## config.mk

```make
export PLATFORM = sky130hd
export DESIGN_NAME = l2_serdes
export DESIGN_NICKNAME = d
export VERILOG_FILES = /design/src/common/l2_bus_pkg.sv /design/src/common/l2_line_pkg.sv /design/src/serdes/l2_serdes.sv
export SDC_FILE = /design/constraint.sdc
export NUM_CORES = 1
export LEC_CHECK = 0
export BUFFER_PORTS_ARGS = -buffer_cell sky130_fd_sc_hd__buf_2
export CAP_MARGIN = 10
export CELL_PAD_IN_SITES_DETAIL_PLACEMENT = 0
export CELL_PAD_IN_SITES_GLOBAL_PLACEMENT = 1
export CORE_AREA = 2 2 334 336
export CTS_BUF_LIST = sky130_fd_sc_hd__clkbuf_16
export DETAILED_ROUTE_END_ITERATION = 10
export DIE_AREA = 0 0 336 338
export HOLD_SLACK_MARGIN = 0.02
export PLACE_DENSITY = 0.52
export SLEW_MARGIN = 20
export SYNTH_ARGS = -nofsm -noshare
export SYNTH_HDL_FRONTEND = slang
export SYNTH_SLANG_ARGS = --single-unit
export TNS_END_PERCENT = 5
```

## constraint.sdc

```tcl
create_clock -name i_clk -period 3.05 [get_ports i_clk]
set_input_delay 0.4575 -clock i_clk [delete_from_list [all_inputs] [get_ports i_clk]]
set_output_delay 0.4575 -clock i_clk [all_outputs]
set_load 0.05 [all_outputs]
```

## src/common/l2_bus_pkg.sv

```systemverilog
`default_nettype none

package l2_bus_pkg;

    localparam int BUS_W      = 64;            // Beat width in bits
    localparam int BUS_B      = BUS_W / 8;     // Beat width in bytes
    localparam int BUS_ADDR_W = 32;            // Byte address
    localparam int BURST_MAX  = 4;             // Longest INCR burst the bridge issues
    localparam int RESP_W     = 2;

    localparam logic [RESP_W-1:0] RESP_OKAY   = 2'b00;
    localparam logic [RESP_W-1:0] RESP_SLVERR = 2'b10;

    // Bridge to memory
    typedef struct packed {
        logic                  ar_valid;
        logic [BUS_ADDR_W-1:0] ar_addr;
        logic [7:0]            ar_len;         // Beats minus one
        logic [2:0]            ar_size;        // log2 of bytes per beat
        logic                  aw_valid;
        logic [BUS_ADDR_W-1:0] aw_addr;
        logic [7:0]            aw_len;
        logic [2:0]            aw_size;
        logic                  w_valid;
        logic [BUS_W-1:0]      w_data;
        logic [BUS_B-1:0]      w_strb;
        logic                  w_last;
        logic                  r_ready;
        logic                  b_ready;
    } bus_mosi_t;

    // Memory to bridge
    typedef struct packed {
        logic                  ar_ready;
        logic                  aw_ready;
        logic                  r_valid;
        logic [BUS_W-1:0]      r_data;
        logic [RESP_W-1:0]     r_resp;
        logic                  r_last;
        logic                  w_ready;
        logic                  b_valid;
        logic [RESP_W-1:0]     b_resp;
    } bus_miso_t;

endpackage

`default_nettype wire

```

## src/common/l2_line_pkg.sv

```systemverilog
`default_nettype none

package l2_line_pkg;

    import l2_bus_pkg::*;

    localparam int LINE_W = 256;               // One L2 line
    localparam int LINE_B = LINE_W / 8;
    localparam int ADDR_W = BUS_ADDR_W;        // Same byte address space as the bus

    // Client to bridge, one request held at a time
    typedef struct packed {
        logic              ar_valid;
        logic [ADDR_W-1:0] ar_addr;
        logic [2:0]        ar_size;            // log2 of transfer bytes, 0 to 5
        logic              aw_valid;
        logic [ADDR_W-1:0] aw_addr;
        logic [2:0]        aw_size;
        // Write line travels with aw
        logic [LINE_W-1:0] w_data;
        logic [LINE_B-1:0] w_strb;
        logic              r_ready;
        logic              b_ready;
    } line_req_t;

    // Bridge to client
    typedef struct packed {
        logic              ar_ready;
        logic              aw_ready;
        logic              w_ready;            // Pulses with the last write beat
        logic              r_valid;            // One cycle per read, on the last beat
        logic [LINE_W-1:0] r_data;
        logic [RESP_W-1:0] r_resp;
        logic              b_valid;
        logic [RESP_W-1:0] b_resp;
    } line_rsp_t;

endpackage

`default_nettype wire

```

## src/serdes/l2_serdes.sv

```systemverilog
`timescale 1ns/10ps
`default_nettype none

module l2_serdes import l2_bus_pkg::*, l2_line_pkg::*; (
    input  logic      i_clk,
    input  logic      i_nrst,
    input  line_req_t i_req,
    output line_rsp_t o_rsp,
    output bus_mosi_t o_bus,
    input  bus_miso_t i_bus
);

    localparam logic [1:0] ST_IDLE  = 2'd0;
    localparam logic [1:0] ST_READ  = 2'd1;
    localparam logic [1:0] ST_WRITE = 2'd2;
    localparam int         CNT_W    = $clog2(BURST_MAX);

    logic [1:0]           state, state_nxt;
    logic [BURST_MAX-1:0] rmux, rmux_nxt;      // One-hot lane for the next read beat
    logic [CNT_W-1:0]     cnt, cnt_nxt;        // Beats left after the current one
    logic                 b_wait, b_wait_nxt;  // Write response owed to the client
    logic [LINE_W-1:0]    line_q, line_nxt;
    logic [LINE_B-1:0]    strb_q, strb_nxt;

    logic                 r_beat;
    logic                 w_beat;
    logic                 burst_end;
    logic                 req_ready;
    logic                 ar_go;
    logic                 aw_go;
    logic [2:0]           req_size;
    logic [7:0]           req_len;
    logic [LINE_W-1:0]    line_rd;

    // Request size to burst len (beats minus one)
    function automatic logic [7:0] size2len(input logic [2:0] size);
        logic [7:0] len;
        case (size)
            3'd4:    len = 8'd1;               // 16 bytes
            3'd5:    len = 8'd3;               // Full line
            default: len = 8'd0;
        endcase
        return len;
    endfunction

    // Bursts always use full beats
    function automatic logic [2:0] size2bus(input logic [2:0] size);
        return (size >= 3'd3) ? 3'd3 : size;
    endfunction

    assign r_beat    = (state == ST_READ) && i_bus.r_valid && i_req.r_ready;
    assign w_beat    = (state == ST_WRITE) && i_bus.w_ready;
    assign burst_end = (cnt == '0);

    // New request allowed when idle or when the last beat goes this cycle
    assign req_ready = (state == ST_IDLE) || ((r_beat || w_beat) && burst_end);

    assign req_size = i_req.ar_valid ? i_req.ar_size : i_req.aw_size;
    assign req_len  = size2len(req_size);

    assign ar_go = req_ready && i_req.ar_valid && i_bus.ar_ready;
    assign aw_go = req_ready && !i_req.ar_valid && i_req.aw_valid && i_bus.aw_ready;

    // Drop the incoming beat into its lane
    always_comb begin
        line_rd = line_q;
        for (int i = 0; i < BURST_MAX; i++) begin
            if (rmux[i]) begin
                line_rd[i*BUS_W +: BUS_W] = i_bus.r_data;
            end
        end
    end

    always_comb begin
        state_nxt  = state;
        rmux_nxt   = rmux;
        cnt_nxt    = cnt;
        b_wait_nxt = b_wait;
        line_nxt   = line_q;
        strb_nxt   = strb_q;

        if (i_bus.b_valid && i_req.b_ready) begin
            b_wait_nxt = 1'b0;
        end

        if (r_beat) begin
            line_nxt = line_rd;
            rmux_nxt = {rmux[BURST_MAX-2:0], 1'b0};
            if (!burst_end) begin
                cnt_nxt = cnt - 1'b1;
            end
        end

        if (w_beat) begin
            // Next beat moves down to lane 0
            line_nxt = {{BUS_W{1'b0}}, line_q[LINE_W-1:BUS_W]};
            strb_nxt = {{BUS_B{1'b0}}, strb_q[LINE_B-1:BUS_B]};
            if (burst_end) begin
                b_wait_nxt = 1'b1;
            end else begin
                cnt_nxt = cnt - 1'b1;
            end
        end

        if (req_ready) begin
            if (ar_go) begin
                state_nxt = ST_READ;
                rmux_nxt  = {{(BURST_MAX-1){1'b0}}, 1'b1};
                cnt_nxt   = req_len[CNT_W-1:0];
            end else if (aw_go) begin
                state_nxt = ST_WRITE;
                line_nxt  = i_req.w_data;
                strb_nxt  = i_req.w_strb;
                cnt_nxt   = req_len[CNT_W-1:0];
            end else begin
                state_nxt = ST_IDLE;
            end
        end
    end

    always_ff @(posedge i_clk or negedge i_nrst) begin
        if (!i_nrst) begin
            state  <= ST_IDLE;
            rmux   <= '0;
            cnt    <= '0;
            b_wait <= 1'b0;
        end else begin
            state  <= state_nxt;
            rmux   <= rmux_nxt;
            cnt    <= cnt_nxt;
            b_wait <= b_wait_nxt;
        end
    end

    // Line payload
    always_ff @(posedge i_clk) begin
        line_q <= line_nxt;
        strb_q <= strb_nxt;
    end

    always_comb begin
        o_bus.ar_valid = i_req.ar_valid && req_ready;
        o_bus.ar_addr  = i_req.ar_addr;
        o_bus.ar_len   = req_len;
        o_bus.ar_size  = size2bus(req_size);
        o_bus.aw_valid = i_req.aw_valid && !i_req.ar_valid && req_ready;  // Read wins
        o_bus.aw_addr  = i_req.aw_addr;
        o_bus.aw_len   = req_len;
        o_bus.aw_size  = size2bus(req_size);
        o_bus.w_valid  = (state == ST_WRITE);
        o_bus.w_data   = line_q[BUS_W-1:0];
        o_bus.w_strb   = strb_q[BUS_B-1:0];
        o_bus.w_last   = (state == ST_WRITE) && burst_end;
        o_bus.r_ready  = i_req.r_ready;        // Client stalls the beats directly
        o_bus.b_ready  = i_req.b_ready;

        o_rsp.ar_ready = i_bus.ar_ready && req_ready;
        o_rsp.aw_ready = i_bus.aw_ready && req_ready && !i_req.ar_valid;
        o_rsp.w_ready  = w_beat && burst_end;
        o_rsp.r_valid  = r_beat && burst_end;
        o_rsp.r_data   = line_rd;
        o_rsp.r_resp   = i_bus.r_resp;         // Last beat decides
        o_rsp.b_valid  = i_bus.b_valid && b_wait;
        o_rsp.b_resp   = i_bus.b_resp;
    end

endmodule

`default_nettype wire

```

# Word level (Yosys, flattened, before mapping)
# Index checks and enable logic that the tools add are counted.
[classes]
n_addsub = 1
order_cmp = 1
n_eq_ne = 4
mux = 31
reduce_logical = 24
[op_table]
columns = ["operator", "n"]
rows = [
  ["2-to-1 mux 256 bit", 5],
  ["2-to-1 mux 64 bit", 4],
  ["2-to-1 mux 32 bit", 4],
  ["logical AND 1 bit", 19],
  ["2-to-1 mux 2 bit", 9],
  ["2-to-1 mux 4 bit", 3],
  ["equality test 3 bit (second input constant)", 2],
  ["2-to-1 mux 3 bit", 2],
  ["zero test 2 bit", 2],
  ["one-hot mux 2 bit (2 select lines)", 1],
  ["greater-or-equal comparator 3 x 2 -> 1 bit (second input constant)", 1],
  ["2-to-1 mux 1 bit", 3],
  ["equality test 2 x 1 -> 1 bit (second input constant)", 1],
  ["equality test 2 bit (second input constant)", 1],
  ["logical OR 1 bit", 2],
  ["subtractor 2 x 1 -> 2 bit (second input constant)", 1],
  ["zero test 1 bit", 1],
]
[totals]
reg_bits = 297
input_bits = 438
out_inout_bits = 429
wordCells = 67

# Logic depth before layout (Yosys ltp)
[logic_depth]
word_depth = 12
ltp_mapped = 8
depth_no_buf = 4

# Least setup slack after synthesis
# Ideal clock, no wire load.
[synth_path]
path_kind = "reg2out"
start = "register state[1]"
end = "output o_bus[119] (netlist bit)"
arrival_ps = 2669
required_time_ps = 2592
path_slack_ps = -76
path_stages_with_launch = 6
path_buffers = 1
path_cell_list = "dfrtp_1 > nand4b_1 > buf_2 > nor2_2 > nor2_1 > nor3b_1"
[synth_rtl]
columns = ["element", "line_no", "rtl"]
rows = [
  ["start: declaration", "l2_serdes.sv:18", "logic [1:0] state, state_nxt;"],
  ["start signal: assignment", "l2_serdes.sv:128", "state <= state_nxt;"],
  ["end: declaration", "l2_serdes.sv:9", "output bus_mosi_t o_bus,"],
]

==> metrics.md <==
| Metric | Value |
|---|---|
| Met1 WL | `35740 µm` |
| Share of layout cells above drive strength 1 | `0.5267` |
| First-pass GRT wire length | `115000 µm` |
| Most frequent cells after synthesis | `mux2_2 (336), dfxtp_1 (288), nand2_1 (283)` |
| Routed Antenna Nets | `0` |
| Via count | `16480` |
| Max-slew violation count | `0` |
| Final Hold Fails | `0` |
| Worst slew pin tran | `between 0.8 and 0.9 ns` |
| Fillers | `12240` |
| CP required | `between 2 and 3 ns` |
| Final wirelength | `81860 µm` |
| Mux contribution to synthesized area | `0.4410` |
| Seq/Total Area, Yosys | `0.2995` |
| Register area | `6006 µm²` |
| CTS tree | `done` |
| First-pass iteration count of the detailed router | `4` |
| Placed Instance Area | `between 20000 and 25000 µm²` |
| Vias in the first global route | `16480` |
| Setup Buffers After CTS | `0` |
| Largest cells by area after synthesis | `dfxtp_1 (29%), mux2_2 (19%), mux2_4 (15%)` |
| Met3 WL | `4459 µm` |
| Area grow syn2layout | `28.14%` |
| Post-synth ARST share | `0.03030` |
| Placed Cells incl. Taps | `about 4000` |
| Final setup vio count | `0` |
| Placeable Area | `approximately 110000 µm²` |
| Multi-input logic area | `11980 µm²` |
| Post-detail-place hpwl | `about 62000 µm` |
| Inserted Clock Buffers | `43` |
| Final cell count without fillers | `4124` |
| Slew headroom | `0.4497` |
| Crit Path Max Fanout | `9` |
| Compound-Gate Fraction of Synth Area | `0.05318` |
| Die area | `113600 µm²` |
| Total GRT Usage | `0.1366` |
| Iter 0 DRT Violations | `570` |
| Lkg Pwr | `11.65 nW` |
| Startpoint types | `flip-flop` |
| CTS sink count | `a little under 300` |
| Top FF cell, synth | `dfxtp_1` |
| Crit path kind | `reg2out` |
| Fmax | `348.8 MHz` |
| #FFs+latches synth | `about 300` |
| Routed length per instance | `19.85 µm` |
| Unrepaired setup endpoints after global routing | `false` |
| Number of port buffers | `715` |
| Crit path time final | `2.867 ns` |
| Largest family of logic cells by synthesized area | `multiplexers` |
| Cells after synthesis | `2068` |
| Nets | `3031` |
| Starting Density | `0.1817` |
| Area of the mapped netlist | `20000 µm²` |
| Top-count cell post-synth | `mux2_2` |
| Data arrival, critical path | `2.41 ns` |
| Design Power | `35.43 mW` |
| Ports | `867` |
| Clk_skew | `0.009454 ns` |
| Die H | `338 µm` |
| DR DRC count | `0` |
| Post-synth EDFFs | `0` |
| Post-Synth XOR/XNOR Area | `0` |
| Largest net degree at the start of global routing | `96` |
| Count of cell types in the netlist | `35` |
| Period Utilization, post-route | `0.9400` |
| DR WL met2 | `39260 µm` |
| Synth top area share | `0.2883` |
| GRT overflow | `0` |
| Clock root cell | `clkbuf_16` |
| DR top layer | `met5` |
| Avg Cell Area, Syn | `9.671 µm²` |
| CTS clk-pin slew, worst paths | `0.06 ns` |
| Power Density | `~1400 nW/µm²` |
| Worst VDD drop | `0.0006561 V` |
| Worst-Skew Late Latency | `0.59 ns` |
| Die width | `336 µm` |
| Max_cap viols | `0` |
| Clk buf depth | `3` |
| Synth Area in Adders | `0` |
| # H-tree levels | `2` |
| Design Area, Final | `25630 µm²` |
| Synth Warn # | `0` |
| Simple-gate portion of the synthesized area | `0.1010` |
| Initial antenna violation count | `21` |
| Core Rows | `122` |
| Outcome | `completed` |
| Crit end category | `output port` |
| Via density | `~4` |
| Hold Path Class | `in2reg` |
| Largest area contributor in the netlist | `dfxtp_1` |
| Placer Congestion | `0.7736` |
==> timing repair <==
action	CTS	global route
endpoints found under the hold margin	11	0
hold buffers	3	0
endpoints found under the setup margin	0	1
resized for setup	0	2
==> per-stage QoR <==
step / setup WS, ns / setup TNS (ns) / utilization / hold slack [ns]
floorplan: -0.07605 / -0.1521 / - / 0.1619
global placement: 0.6552 / 0 / 0.2202 / 0.3551
detailed placement: 0.5601 / 0 / 0.2202 / 0.3579
CTS: 0.03856 / 0 / 0.2326 / 0.02038
global route: 0.03522 / 0 / 0.2328 / 0.04160
finish: 0.1830 / 0 / 0.2329 / 0.09166
==> placed cells by master (no fill, tap or decap), drive strengths merged, types with 2 or more instances in the layout <==
master       count
dlygate4sd3      3
mux2i          202
dfrtp            9
bufinv           2
clkinv          21
nand2          283
o21ai          197
clkbuf          46
buf            776
nor3            66
dfxtp          288
conb            14
nor2b            6
nand3b           2
a21oi            5
inv             19
nor3b            2
mux2           537
nor2           134
a2bb2oi          3
diode           10
==> critical path, cell delays in order, from the launching register on <==
cell and delay (ns):
dfrtp_1 0.39, or3b_1 0.39, a21oi_2 0.26, nor2_1 0.25
nor3b_1 0.24, buf_2 0.30
==> flip-flops by register name, indices dropped and copies added (netlist names) <==
register,count
state,2
b_wait,1
cnt,2
strb_q,32
rmux,4
line_q,256
==> report_power, final <==
group | total [mW] | switching [mW] | internal, mW
logic | 23.2 | 15.0 | 8.19
registers | 7.35 | 1.48 | 5.87
clock network | 4.88 | 2.06 | 2.82
==> cells by family after synthesis <==
family / Yosys count
compound gates: 208
buf+inv: 323
flops: 297
mux: 739
other cells: 1
simple gates: 500
==> per-layer routing <==
metal,global-route usage,up-vias
met1,0.1719,7822
met5,0,-
met2,0.2282,459
li1,-,8082
met3,0.03095,115
met4,0.04809,6
==> cell type report <==
class | instances | share of cell area
Clock inverter | 33 | 0.007861
Tap cell | 1488 | 0.07265
Inverter | 10 | 0.001465
Antenna cell | 10 | 0.0009765
Clock buffer | 45 | 0.04394
Multi-Input combinational cell | 1461 | 0.4675
Timing Repair Buffer | 780 | 0.1713
Sequential cell | 297 | 0.2344
==> path summary, 6_finish.rpt <==
kind / from / end / slack (ns) / cells past startpoint
hold reg to reg: strb_q[29]$_DFF_P_ / strb_q[29]$_DFF_P_ / 0.46 / 2
hold / removal: i_req[131] / line_q[97]$_DFF_P_ / 0.09 / 2
min in group asynchronous: i_nrst / b_wait$_DFF_PN0_ / 0.29 / 2
max in group asynchronous: i_nrst / rmux[1]$_DFF_PN0_ / 2.51 / 2
setup reg to reg: state[1]$_DFFE_PN0N_ / line_q[103]$_DFF_P_ / 0.83 / 6
setup / recovery: cnt[1]$_DFF_PN0_ / o_bus[119] / 0.18 / 5
Note: power is estimated with default switching activity, not from simulation.
